==> config.mk <==
export PLATFORM = sky130hd
export DESIGN_NAME = ex_stage
export DESIGN_NICKNAME = d
export VERILOG_FILES = /design/src/common/ex_pkg.sv /design/src/common/ex_result_if.sv /design/src/alu/ex_alu.sv /design/src/mult/ex_mult.sv /design/src/verilog/ex_writeback.sv /design/src/verilog/ex_stage.sv
export SDC_FILE = /design/constraint.sdc
export NUM_CORES = 2
export LEC_CHECK = 0
export ABC_AREA = 1
export BUFFER_PORTS_ARGS = -buffer_cell sky130_fd_sc_hd__buf_2
export CAP_MARGIN = 10
export CORE_MARGIN = 2
export CORE_UTILIZATION = 67
export CTS_CLUSTER_SIZE = 14
export DETAILED_ROUTE_END_ITERATION = 16
export GPL_ROUTABILITY_DRIVEN = 0
export PLACE_DENSITY_LB_ADDON = 0.12
export SLEW_MARGIN = 25
export SYNTH_ARGS = -nofsm -noshare
export SYNTH_HDL_FRONTEND = slang
export SYNTH_HIERARCHICAL = 1
export SYNTH_SLANG_ARGS = --single-unit
==> constraint.sdc <==
create_clock -name clk -period 15.59 [get_ports clk]
set_clock_uncertainty 0.2 [all_clocks]
set_input_delay 2.3385 -clock clk [delete_from_list [all_inputs] [get_ports clk]]
set_output_delay 2.3385 -clock clk [all_outputs]
set_load 0.02 [all_outputs]
==> src/common/ex_pkg.sv <==
// Shared execute stage types: data word, register address, ALU and multiplier operators
`default_nettype none

package ex_pkg;

  ////////////////////////////////////////////////////////////
  // Datapath widths
  ////////////////////////////////////////////////////////////

  // Operand and result word of the integer datapath
  typedef logic [31:0] data_t;

  // Register file write address
  // MSB selects the floating point bank, kept for port compatibility
  typedef logic [5:0] reg_addr_t;

  ////////////////////////////////////////////////////////////
  // ALU operators
  ////////////////////////////////////////////////////////////

  typedef enum logic [4:0] {
    // Arithmetic and logic
    ALU_ADD  = 5'd0,
    ALU_SUB  = 5'd1,
    ALU_AND  = 5'd2,
    ALU_OR   = 5'd3,
    ALU_XOR  = 5'd4,
    // Shifts
    ALU_SLL  = 5'd5,
    ALU_SRL  = 5'd6,
    ALU_SRA  = 5'd7,
    // Set less than, result is 0 or 1
    ALU_SLT  = 5'd8,
    ALU_SLTU = 5'd9,
    // Branch comparisons, drive the compare bit only
    ALU_EQ   = 5'd10,
    ALU_NE   = 5'd11,
    ALU_LT   = 5'd12,
    ALU_GE   = 5'd13,
    ALU_LTU  = 5'd14,
    ALU_GEU  = 5'd15
  } alu_op_e;

  ////////////////////////////////////////////////////////////
  // Multiplier operators
  ////////////////////////////////////////////////////////////

  typedef enum logic [1:0] {
    // Low 32 bits of the product, single cycle
    MUL_LO  = 2'd0,
    // High 32 bits, signed x signed
    MUL_H   = 2'd1,
    // High 32 bits, signed x unsigned
    MUL_HSU = 2'd2,
    // High 32 bits, unsigned x unsigned
    MUL_HU  = 2'd3
  } mult_op_e;

endpackage

`default_nettype wire

==> src/common/ex_result_if.sv <==
// Result and readiness bundle between the execute units and the write-back logic
`timescale 1ns/10ps
`default_nettype none

interface ex_result_if import ex_pkg::*; ();

  // Combinational ALU result
  data_t alu_result;
  // Multiplier result, low product or finished high product
  data_t mult_result;
  // Multiplier can accept a new operation or has a result ready
  logic  mult_ready;
  // Stage readiness, seen by the multiplier to leave its finished state
  logic  ex_ready;

  modport alu (
    output alu_result
  );

  modport mult (
    output mult_result,
    output mult_ready,
    input  ex_ready
  );

  modport wb (
    input  alu_result,
    input  mult_result,
    input  mult_ready,
    output ex_ready
  );

endinterface

`default_nettype wire

==> src/alu/ex_alu.sv <==
// Integer ALU: shared adder and comparator, shifter, logic ops and branch compare
`timescale 1ns/10ps
`default_nettype none

module ex_alu import ex_pkg::*; (
  input  alu_op_e  operator_i,
  input  data_t    operand_a_i,
  input  data_t    operand_b_i,
  output logic     cmp_result_o,
  ex_result_if.alu res
);

  ////////////////////////////////////////////////////////////
  // Shared adder and comparator
  ////////////////////////////////////////////////////////////

  logic        is_sub;
  logic        is_signed;
  logic [32:0] a_ext;
  logic [32:0] b_ext;
  logic [32:0] adder_sum;
  logic        is_equal;
  logic        is_less;

  // Subtraction for SUB and every ordered compare
  assign is_sub = (operator_i == ALU_SUB)  || (operator_i == ALU_SLT) ||
                  (operator_i == ALU_SLTU) || (operator_i == ALU_LT)  ||
                  (operator_i == ALU_GE)   || (operator_i == ALU_LTU) ||
                  (operator_i == ALU_GEU);

  assign is_signed = (operator_i == ALU_SLT) || (operator_i == ALU_LT) ||
                     (operator_i == ALU_GE);

  // 33 bit operands, sign bit only for signed compares
  assign a_ext = {is_signed & operand_a_i[31], operand_a_i};
  assign b_ext = {is_signed & operand_b_i[31], operand_b_i};

  // Invert and add one for subtraction
  assign adder_sum = a_ext + (b_ext ^ {33{is_sub}}) + {32'd0, is_sub};

  // Difference of two extended values cannot overflow, so bit 32 is the sign
  assign is_less  = adder_sum[32];
  assign is_equal = (operand_a_i == operand_b_i);

  ////////////////////////////////////////////////////////////
  // Shifter
  ////////////////////////////////////////////////////////////

  logic               shift_left;
  logic               shift_arith;
  logic [4:0]         shift_amt;
  data_t              shift_src;
  logic signed [32:0] shift_in;
  logic [32:0]        shift_out;
  data_t              shift_result;

  assign shift_left  = (operator_i == ALU_SLL);
  assign shift_arith = (operator_i == ALU_SRA);
  assign shift_amt   = operand_b_i[4:0];

  // Left shift runs through the right shifter on bit-reversed data
  always_comb begin
    for (int i = 0; i < 32; i++) begin
      shift_src[i] = shift_left ? operand_a_i[31-i] : operand_a_i[i];
    end
  end

  assign shift_in  = {shift_arith & operand_a_i[31], shift_src};
  assign shift_out = shift_in >>> shift_amt;

  always_comb begin
    for (int i = 0; i < 32; i++) begin
      shift_result[i] = shift_left ? shift_out[31-i] : shift_out[i];
    end
  end

  ////////////////////////////////////////////////////////////
  // Result and branch compare
  ////////////////////////////////////////////////////////////

  always_comb begin
    cmp_result_o = 1'b0;
    unique case (operator_i)
      ALU_EQ:           cmp_result_o = is_equal;
      ALU_NE:           cmp_result_o = ~is_equal;
      ALU_LT, ALU_LTU:  cmp_result_o = is_less;
      ALU_GE, ALU_GEU:  cmp_result_o = ~is_less;
      default:          cmp_result_o = 1'b0;
    endcase
  end

  always_comb begin
    res.alu_result = '0;
    unique case (operator_i)
      ALU_ADD, ALU_SUB:          res.alu_result = adder_sum[31:0];
      ALU_AND:                   res.alu_result = operand_a_i & operand_b_i;
      ALU_OR:                    res.alu_result = operand_a_i | operand_b_i;
      ALU_XOR:                   res.alu_result = operand_a_i ^ operand_b_i;
      ALU_SLL, ALU_SRL, ALU_SRA: res.alu_result = shift_result;
      ALU_SLT, ALU_SLTU:         res.alu_result = {31'd0, is_less};
      // Compare operators also expose their bit on the result word
      default:                   res.alu_result = {31'd0, cmp_result_o};
    endcase
  end

endmodule

`default_nettype wire

==> src/mult/ex_mult.sv <==
// Multiplier: single cycle low product, three cycle sequenced high product
`timescale 1ns/10ps
`default_nettype none

module ex_mult import ex_pkg::*; (
  input  logic       clk,
  input  logic       rst_n,
  input  logic       enable_i,
  input  mult_op_e   operator_i,
  input  data_t      op_a_i,
  input  data_t      op_b_i,
  output logic       multicycle_o,
  ex_result_if.mult  res
);

  typedef enum logic [1:0] {
    MULH_IDLE   = 2'd0,
    MULH_STEP   = 2'd1,
    MULH_FINISH = 2'd2
  } mulh_state_e;

  mulh_state_e        state_q;
  mulh_state_e        state_d;

  logic               is_high;
  logic               start;
  logic               a_sign;
  logic               b_sign;
  logic signed [32:0] a_ext;
  logic signed [16:0] b_part;
  logic signed [49:0] part_prod;
  logic signed [65:0] part_ext;
  logic signed [65:0] acc_q;
  data_t              lo_prod;

  ////////////////////////////////////////////////////////////
  // Low product
  ////////////////////////////////////////////////////////////

  // Signedness does not affect the low 32 bits
  assign lo_prod = op_a_i * op_b_i;

  ////////////////////////////////////////////////////////////
  // High product datapath
  ////////////////////////////////////////////////////////////

  assign is_high = (operator_i != MUL_LO);
  assign start   = enable_i && is_high && (state_q == MULH_IDLE);

  // Sign or zero extension to 33 bits
  assign a_sign = (operator_i == MUL_H || operator_i == MUL_HSU) & op_a_i[31];
  assign b_sign = (operator_i == MUL_H) & op_b_i[31];
  assign a_ext  = {a_sign, op_a_i};

  // First cycle takes the unsigned low half of B
  // Second cycle takes the signed upper 17 bits
  assign b_part = (state_q == MULH_IDLE) ? {1'b0, op_b_i[15:0]} : {b_sign, op_b_i[31:16]};

  // One 33 x 17 multiplier shared by both cycles
  assign part_prod = a_ext * b_part;
  assign part_ext  = part_prod;

  // Partial product accumulator, operands held stable by ID meanwhile
  always_ff @(posedge clk) begin
    if (start) begin
      acc_q <= part_ext;
    end else if (state_q == MULH_STEP) begin
      acc_q <= acc_q + (part_ext <<< 16);
    end
  end

  ////////////////////////////////////////////////////////////
  // Sequencer
  ////////////////////////////////////////////////////////////

  always_comb begin
    state_d = state_q;
    unique case (state_q)
      MULH_IDLE: begin
        if (start) begin
          state_d = MULH_STEP;
        end
      end
      MULH_STEP: begin
        state_d = MULH_FINISH;
      end
      MULH_FINISH: begin
        // Hold the result until the stage moves on
        if (res.ex_ready) begin
          state_d = MULH_IDLE;
        end
      end
      default: begin
        state_d = MULH_IDLE;
      end
    endcase
  end

  always_ff @(posedge clk, negedge rst_n) begin
    if (!rst_n) begin
      state_q <= MULH_IDLE;
    end else begin
      state_q <= state_d;
    end
  end

  // Busy during the first two cycles of a high multiply
  assign multicycle_o   = start || (state_q == MULH_STEP);
  assign res.mult_ready = !multicycle_o;

  // Upper half of the 64 bit product once finished
  assign res.mult_result = (state_q == MULH_FINISH) ? acc_q[63:32] : lo_prod;

endmodule

`default_nettype wire

==> src/verilog/ex_writeback.sv <==
// Forwarding write-port mux, EX/WB register and stage ready/valid logic
`timescale 1ns/10ps
`default_nettype none

module ex_writeback import ex_pkg::*; (
  input  logic       clk,
  input  logic       rst_n,
  ex_result_if.wb    res,

  // Unit enables from ID
  input  logic       alu_en_i,
  input  logic       mult_en_i,
  input  logic       csr_access_i,
  input  logic       lsu_en_i,

  input  data_t      csr_rdata_i,

  // Forwarding port controls
  input  logic       regfile_alu_we_i,
  input  reg_addr_t  regfile_alu_waddr_i,

  // LSU write port controls
  input  logic       regfile_we_i,
  input  reg_addr_t  regfile_waddr_i,
  input  data_t      lsu_rdata_i,
  input  logic       lsu_ready_ex_i,
  input  logic       lsu_err_i,

  input  logic       branch_in_ex_i,
  input  logic       wb_ready_i,

  output logic       regfile_alu_we_fw_o,
  output reg_addr_t  regfile_alu_waddr_fw_o,
  output data_t      regfile_alu_wdata_fw_o,

  output logic       regfile_we_wb_o,
  output reg_addr_t  regfile_waddr_wb_o,
  output data_t      regfile_wdata_wb_o,

  output logic       ex_ready_o,
  output logic       ex_valid_o
);

  logic write_keep;

  ////////////////////////////////////////////////////////////
  // Forwarding port
  ////////////////////////////////////////////////////////////

  assign regfile_alu_we_fw_o    = regfile_alu_we_i;
  assign regfile_alu_waddr_fw_o = regfile_alu_waddr_i;

  // CSR wins over multiplier, multiplier over ALU
  always_comb begin
    regfile_alu_wdata_fw_o = '0;
    if (csr_access_i) begin
      regfile_alu_wdata_fw_o = csr_rdata_i;
    end else if (mult_en_i) begin
      regfile_alu_wdata_fw_o = res.mult_result;
    end else if (alu_en_i) begin
      regfile_alu_wdata_fw_o = res.alu_result;
    end
  end

  ////////////////////////////////////////////////////////////
  // EX/WB register for the LSU port
  ////////////////////////////////////////////////////////////

  // Faulting load or store never writes back
  assign write_keep = regfile_we_i & ~lsu_err_i;

  always_ff @(posedge clk, negedge rst_n) begin
    if (!rst_n) begin
      regfile_we_wb_o    <= 1'b0;
      regfile_waddr_wb_o <= '0;
    end else if (ex_valid_o) begin
      regfile_we_wb_o <= write_keep;
      if (write_keep) begin
        regfile_waddr_wb_o <= regfile_waddr_i;
      end
    end else if (wb_ready_i) begin
      // Bubble moves into WB
      regfile_we_wb_o <= 1'b0;
    end
  end

  // Load data arrives in WB directly from the LSU
  assign regfile_wdata_wb_o = lsu_rdata_i;

  ////////////////////////////////////////////////////////////
  // Stage handshake
  ////////////////////////////////////////////////////////////

  // Branches resolve in EX and need no WB slot
  assign ex_ready_o = (res.mult_ready & lsu_ready_ex_i & wb_ready_i) | branch_in_ex_i;
  assign ex_valid_o = (alu_en_i | mult_en_i | csr_access_i | lsu_en_i) &
                      (res.mult_ready & lsu_ready_ex_i & wb_ready_i);

  assign res.ex_ready = ex_ready_o;

endmodule

`default_nettype wire

==> src/verilog/ex_stage.sv <==
// Execute stage top level: ALU, multiplier and write-back block
`timescale 1ns/10ps
`default_nettype none

module ex_stage import ex_pkg::*; (
  input  logic       clk,
  input  logic       rst_n,

  // ALU operands from ID
  input  logic       alu_en_i,
  input  alu_op_e    alu_operator_i,
  input  data_t      alu_operand_a_i,
  input  data_t      alu_operand_b_i,
  input  data_t      alu_operand_c_i,

  // Multiplier operands from ID
  input  logic       mult_en_i,
  input  mult_op_e   mult_operator_i,
  input  data_t      mult_operand_a_i,
  input  data_t      mult_operand_b_i,
  output logic       mult_multicycle_o,

  // CSR read
  input  logic       csr_access_i,
  input  data_t      csr_rdata_i,

  // LSU
  input  logic       lsu_en_i,
  input  data_t      lsu_rdata_i,
  input  logic       lsu_ready_ex_i,
  input  logic       lsu_err_i,

  // Control from ID
  input  logic       branch_in_ex_i,
  input  logic       regfile_alu_we_i,
  input  reg_addr_t  regfile_alu_waddr_i,
  input  logic       regfile_we_i,
  input  reg_addr_t  regfile_waddr_i,
  input  logic       wb_ready_i,

  // Write-back port
  output logic       regfile_we_wb_o,
  output reg_addr_t  regfile_waddr_wb_o,
  output data_t      regfile_wdata_wb_o,

  // Forwarding port to ID and register file
  output logic       regfile_alu_we_fw_o,
  output reg_addr_t  regfile_alu_waddr_fw_o,
  output data_t      regfile_alu_wdata_fw_o,

  // Branch target and decision to IF
  output data_t      jump_target_o,
  output logic       branch_decision_o,

  output logic       ex_ready_o,
  output logic       ex_valid_o
);

  ex_result_if res_if ();

  // Target is computed in ID and carried on operand C
  assign jump_target_o = alu_operand_c_i;

  ////////////////////////////////////////////////////////////
  // ALU
  ////////////////////////////////////////////////////////////

  ex_alu alu_i (
    .operator_i   (alu_operator_i),
    .operand_a_i  (alu_operand_a_i),
    .operand_b_i  (alu_operand_b_i),
    .cmp_result_o (branch_decision_o),
    .res          (res_if.alu)
  );

  ////////////////////////////////////////////////////////////
  // Multiplier
  ////////////////////////////////////////////////////////////

  ex_mult mult_i (
    .clk          (clk),
    .rst_n        (rst_n),
    .enable_i     (mult_en_i),
    .operator_i   (mult_operator_i),
    .op_a_i       (mult_operand_a_i),
    .op_b_i       (mult_operand_b_i),
    .multicycle_o (mult_multicycle_o),
    .res          (res_if.mult)
  );

  ////////////////////////////////////////////////////////////
  // Write-back and handshake
  ////////////////////////////////////////////////////////////

  ex_writeback writeback_i (
    .clk                    (clk),
    .rst_n                  (rst_n),
    .res                    (res_if.wb),
    .alu_en_i               (alu_en_i),
    .mult_en_i              (mult_en_i),
    .csr_access_i           (csr_access_i),
    .lsu_en_i               (lsu_en_i),
    .csr_rdata_i            (csr_rdata_i),
    .regfile_alu_we_i       (regfile_alu_we_i),
    .regfile_alu_waddr_i    (regfile_alu_waddr_i),
    .regfile_we_i           (regfile_we_i),
    .regfile_waddr_i        (regfile_waddr_i),
    .lsu_rdata_i            (lsu_rdata_i),
    .lsu_ready_ex_i         (lsu_ready_ex_i),
    .lsu_err_i              (lsu_err_i),
    .branch_in_ex_i         (branch_in_ex_i),
    .wb_ready_i             (wb_ready_i),
    .regfile_alu_we_fw_o    (regfile_alu_we_fw_o),
    .regfile_alu_waddr_fw_o (regfile_alu_waddr_fw_o),
    .regfile_alu_wdata_fw_o (regfile_alu_wdata_fw_o),
    .regfile_we_wb_o        (regfile_we_wb_o),
    .regfile_waddr_wb_o     (regfile_waddr_wb_o),
    .regfile_wdata_wb_o     (regfile_wdata_wb_o),
    .ex_ready_o             (ex_ready_o),
    .ex_valid_o             (ex_valid_o)
  );

endmodule

`default_nettype wire

# After elaboration in Yosys (flattened, before gate mapping)

Cells that the tools add are included.

Logic and storage cells: 155
Bits in registers: 75
Bits in latches: 0
Memories kept: 0
Output and inout bits: 114
RAM bits: 0
Input bits: 255
ROM bits: 0

Reductions and logical operators: 25
Divide/modulo/power cells: 0
Bitwise gates (word level): 20
$mul: 2
Order comparisons: 0
Add/subtract/negate cells: 3
Shift-type cells: 1
Muxes and demuxes: 78
Equality and inequality tests: 22

Operator list:

| kind                                          | count |
|---|---|
| case mux 32 bit (6 select lines)              | 1 |
| 2-to-1 mux 66 bit                             | 2 |
| 2-to-1 mux 32 bit                             | 4 |
| adder 66 bit                                  | 1 |
| 2-to-1 mux 1 bit                              | 66 |
| multiplier 33 x 17 -> 50 bit                  | 1 |
| == test 5 x 4 -> 1 bit, second input constant | 8 |
| adder 33 x 1 -> 33 bit                        | 1 |
| adder 33 bit                                  | 1 |
| >>> shifter 33 x 5 -> 32 bit                  | 1 |
| bitwise XOR 33 bit                            | 1 |
| bitwise AND 32 bit                            | 1 |
| == test 32 bit                                | 1 |
| multiplier 32 x 32 -> 32 bit                  | 1 |
| bitwise OR 32 bit                             | 1 |
| bitwise XOR 32 bit                            | 1 |
| == test 5 x 3 -> 1 bit, second input constant | 4 |
| 2-to-1 mux 17 bit                             | 1 |
| == test 5 x 2 -> 1 bit, second input constant | 2 |
| logical OR 1 bit                              | 10 |
| bitwise AND 1 bit                             | 9 |
| OR reduction 2 bit                            | 4 |
| case mux 2 bit (3 select lines)               | 1 |
| nonzero test 2 bit                            | 3 |
| other kinds (15)                              | 25 |

# Logic depth before layout (Yosys ltp)

Depth after elaboration: 16
Depth in mapped cells: 46
Gate-level depth less buffers: 44

# By module

The synthesis kept the hierarchy.

By module, submodules not included:

| module       | cells each | area each (um^2) | times used |
|---|---|---|---|
| ex_mult      | 5540       | 41851.4          | 1 |
| ex_alu       | 1296       | 6979.2           | 1 |
| ex_writeback | 222        | 1549.0           | 1 |
| ex_stage     | 32         | 240.2            | 1 |

# Worst setup path after synthesis

OpenSTA, ideal clock, no wires.

Kind: input-to-output
From: in mult_operand_b_i[2]
To: out regfile_alu_wdata_fw_o[31]
Path buffers: 2
Cell stages on the path: 29
Required time: 13.052 ns
Slack: 4.102 ns
Arrival time: 8.949 ns
Path through: clkbuf_1 -> clkbuf_1 -> nand2_1 -> fa_1 -> inv_1 -> fa_1 -> inv_1 -> fa_1 -> inv_1 -> fa_1 -> fa_1 -> inv_1 -> fa_1 -> inv_1 -> fa_1 -> inv_1 -> fa_1 -> inv_1 -> ha_1 -> a21oi_1 -> o21ai_0 -> a211oi_1 -> a21boi_0 -> nand2_1 -> nand3_1 -> nand3_1 -> nand2_1 -> a21oi_1 -> a22oi_1

Longest elaborated chain between the ends: 4

RTL lines:

| what                         | RTL line           | text |
|---|---|---|
| start: declaration           | ex_stage.sv:20     | `input data_t mult_operand_b_i,` |
| multiplier 32 x 32 -> 32 bit | ex_mult.sv:41      | `assign lo_prod = op_a_i * op_b_i;` |
| 2-to-1 mux 32 bit            | ex_mult.sv:112     | `assign res.mult_result = (state_q == MULH_FINISH) ? acc_q[63:32] : lo_prod;` |
| net res_if.mult_result[31]   | ex_result_if.sv:10 | `data_t mult_result;` |
| 2-to-1 mux 32 bit            | ex_writeback.sv:58 | `end else if (mult_en_i) begin` |
| 2-to-1 mux 32 bit            | ex_writeback.sv:56 | `if (csr_access_i) begin` |
| end: declaration             | ex_stage.sv:49     | `output data_t regfile_alu_wdata_fw_o,` |

The timed path passes the listed nets, and every way through them passes these cells.

# Worst setup path after layout

From: in mult_operand_a_i[9]
To: out regfile_alu_wdata_fw_o[24]

Longest elaborated chain between the ends: 4

RTL lines:

| what                         | RTL line           | text |
|---|---|---|
| start: declaration           | ex_stage.sv:19     | `input data_t mult_operand_a_i,` |
| multiplier 32 x 32 -> 32 bit | ex_mult.sv:41      |  |
| 2-to-1 mux 32 bit            | ex_mult.sv:112     |  |
| net res_if.mult_result[24]   | ex_result_if.sv:10 |  |
| 2-to-1 mux 32 bit            | ex_writeback.sv:58 |  |
| 2-to-1 mux 32 bit            | ex_writeback.sv:56 |  |

The timed path passes the listed nets, and every way through them passes these cells.

==> flow_metrics.tcl <==
set metrics [dict create \
    status "complete, no violations" \
    ios 369 \
    synth_cells 7090 \
    cts.sinks 57 \
    hold_viol_final 0 \
    drtPass1Iterations 14 \
    grt_max_degree 66 \
    vias 47693 \
    multi_input_area_um2 40900 \
    fin_cells 7981 \
    globalRoute.busiestLayer "met2" \
    ant_nets 0 \
    first_iter_violations 5561 \
    syn_to_final_growth_pct 2.32 \
    crit_required_ns 13.05 \
    final_cell_mix "nand2_1, inv_1, fa_1" \
    ys_seq_area_share_pct 3.29 \
    cpMaxStageDelayCell "buf_2" \
    grt.total_usage_pct 43.9 \
    grt_pass1_vias 48133 \
    core_area_um2 74600 \
    drv_cap 0 \
    clock-root-buffer "clkbuf_16" \
    clockBufferDepth 2 \
    synth.distinct_cells 74 \
    dieArea_um2 77800 \
    num_rows 100 \
    period_share_pct 81.6 \
    cts_resized 0 \
    crit_path_frequent_cell "fa_1" \
    synth.avg_cell_area_um2 7.14 \
    place_ws_ns 3.05 \
    cts_tree "built" \
    numCtsBuffers 9 \
    hold_buffers 0 \
    drt-wirelength-per-cell_um 20.8 \
    final-seq-area_um2 1670 \
    critPathLaunchType "input pin" \
    finalNetCount 8590 \
    hold_class "reg -> reg" \
    ys_seq_elements 57 \
    vias_per_cell 5.98 \
    syn_nets 8677 \
    setup_violations 0 \
    grt_use_met1_pct 57.4 \
    grt-ovfl-total 0 \
    finalMaxSlewViolations 0 \
    syn_area_um2 50600 \
    slowest_delay_ns 0.77 \
    synth_edf_count 48 \
    clk_pin_slew_ns 0.05 \
    cts_setup_buffers 0 \
    period_needed_ns 12.72 \
    fmax_mhz 78.6 \
    placedCellCount 7961 \
    ys_warn_count 6 \
    antenna_found_initial 8 \
    hpwl_um 135000 \
    worstSetupPathType "in -> out" \
    fp.dieW_um 279 \
    ctsHtreeMaxLevel 3 \
    async_reset_ff_share_pct 15.8 \
    grt_use_met3_pct 13.3 \
    layout-drive-gt1-share_pct 6.41 \
    max_slew_margin_pct 25.7 \
    use_met2_pct 65.2 \
    drc 0 \
    max_slew.worst_pin.slew_ns 1.11 \
    synth_flop_cell "edfxtp_1" \
    drt-total-wl_um 166000 \
    crit_arrival_ns 10.18 \
    nFillCells 6487 \
    die_h_um 279 \
    tns_ns 0 \
    insertion_delay_ns 0.34 \
    whs_ns 0.275 \
    grt_pass1_wl_um 263000 \
    endpoint_kind "output port" \
    start_util_pct 67.9 \
    cp_max_fo 37 \
    port-buffer-count 226 \
    layout_setup_ws_ns 2.87 \
    final_common_cell "nand2_1" \
    r2r_slack_ns 4.40 \
    rsz0062_at_grt "false" \
]
[final timing paths]
path                                                      to  cells after the start                              start
hold reg to reg            writeback_i/regfile_waddr_wb_o[2]                      2  writeback_i/regfile_waddr_wb_o[2]
min in group asynchronous  writeback_i/regfile_waddr_wb_o[5]                      1                              rst_n
max in group asynchronous                  mult_i/state_q[1]                      1                              rst_n
hold / removal             writeback_i/regfile_waddr_wb_o[2]                      2  writeback_i/regfile_waddr_wb_o[2]
setup reg to reg                            mult_i/acc_q[63]                     37                  mult_i/state_q[0]
setup / recovery                  regfile_alu_wdata_fw_o[24]                     28                mult_operand_a_i[9]
[cell type report]
cell class	count	share of cell area, %
repair buffers	271	2.84
multi-input cells	4983	78.9
flip-flops and latches	57	3.22
diodes	4	0.0193
clock buffers	11	0.449
inverters	1681	12.2
clock inverters	5	0.0435
well taps	969	2.34
[cell families after synthesis]
group           Yosys count  synth area share, %
xor+xnor                117                 2.02
simple gates           2921                 24.1
mux                       4               0.0840
flops                    57                 3.29
buf+inv                2050                 16.1
compound gates          609                 7.53
fa+ha+maj              1332                 47.0
[flip-flops by register name, summed over array words and instances (netlist names)]
register / flops
mult_i/acc_q: 48
writeback_i/regfile_we_wb_o: 1
writeback_i/regfile_waddr_wb_o: 6
mult_i/state_q: 2
[routing by layer]
metal	wire length [um]	share of wire, %	vias to the layer above
li1	-	-	20945
met1	60300	36	22720
met2	69800	42	3321
met3	24600	15	699
met4	11600	7.0	8
met5	84	0.051	-
[critical path: cells and delay by family]
family                   cells  cell delay (ns)
AO/OA/AOI/OAI                2             0.30
adder cells (fa/ha/maj)      9             4.42
buffers and inverters        7             1.22
AND/OR/NAND/NOR             10             1.87
[synth_stat cells, drive strengths merged, types with 11 or more instances]
master	count	share of area, %
or2	50	0.62
nand3	438	4.4
xor2	84	1.5
a21o	30	0.44
inv	1677	12
a21oi	234	2.4
nand2	1828	14
nand3b	18	0.30
edfxtp	48	2.8
ha	386	9.5
o21bai	22	0.33
a22oi	33	0.79
nor3	36	0.41
o21ai	170	1.7
a21boi	11	0.18
nand4	35	0.43
fa	946	37
buf	180	2.2
a221oi	26	0.45
nor4	16	0.20
a31oi	32	0.40
o21a	14	0.21
nor2	486	3.7
clkbuf	189	1.4
xnor2	33	0.57
[through the flow]
stage | utilization [%] | cell area (um^2)
after detailed placement | 69.1 | 51500
final | 69.5 | 51800
after CTS | 69.4 | 51800
after global placement | 69.1 | 51500
after floorplan | - | 50600
after global routing | 69.5 | 51800
Power is left out: the tool's default activity adds up to more than one toggle a clock period on the data nets, which glitch-free logic cannot reach.
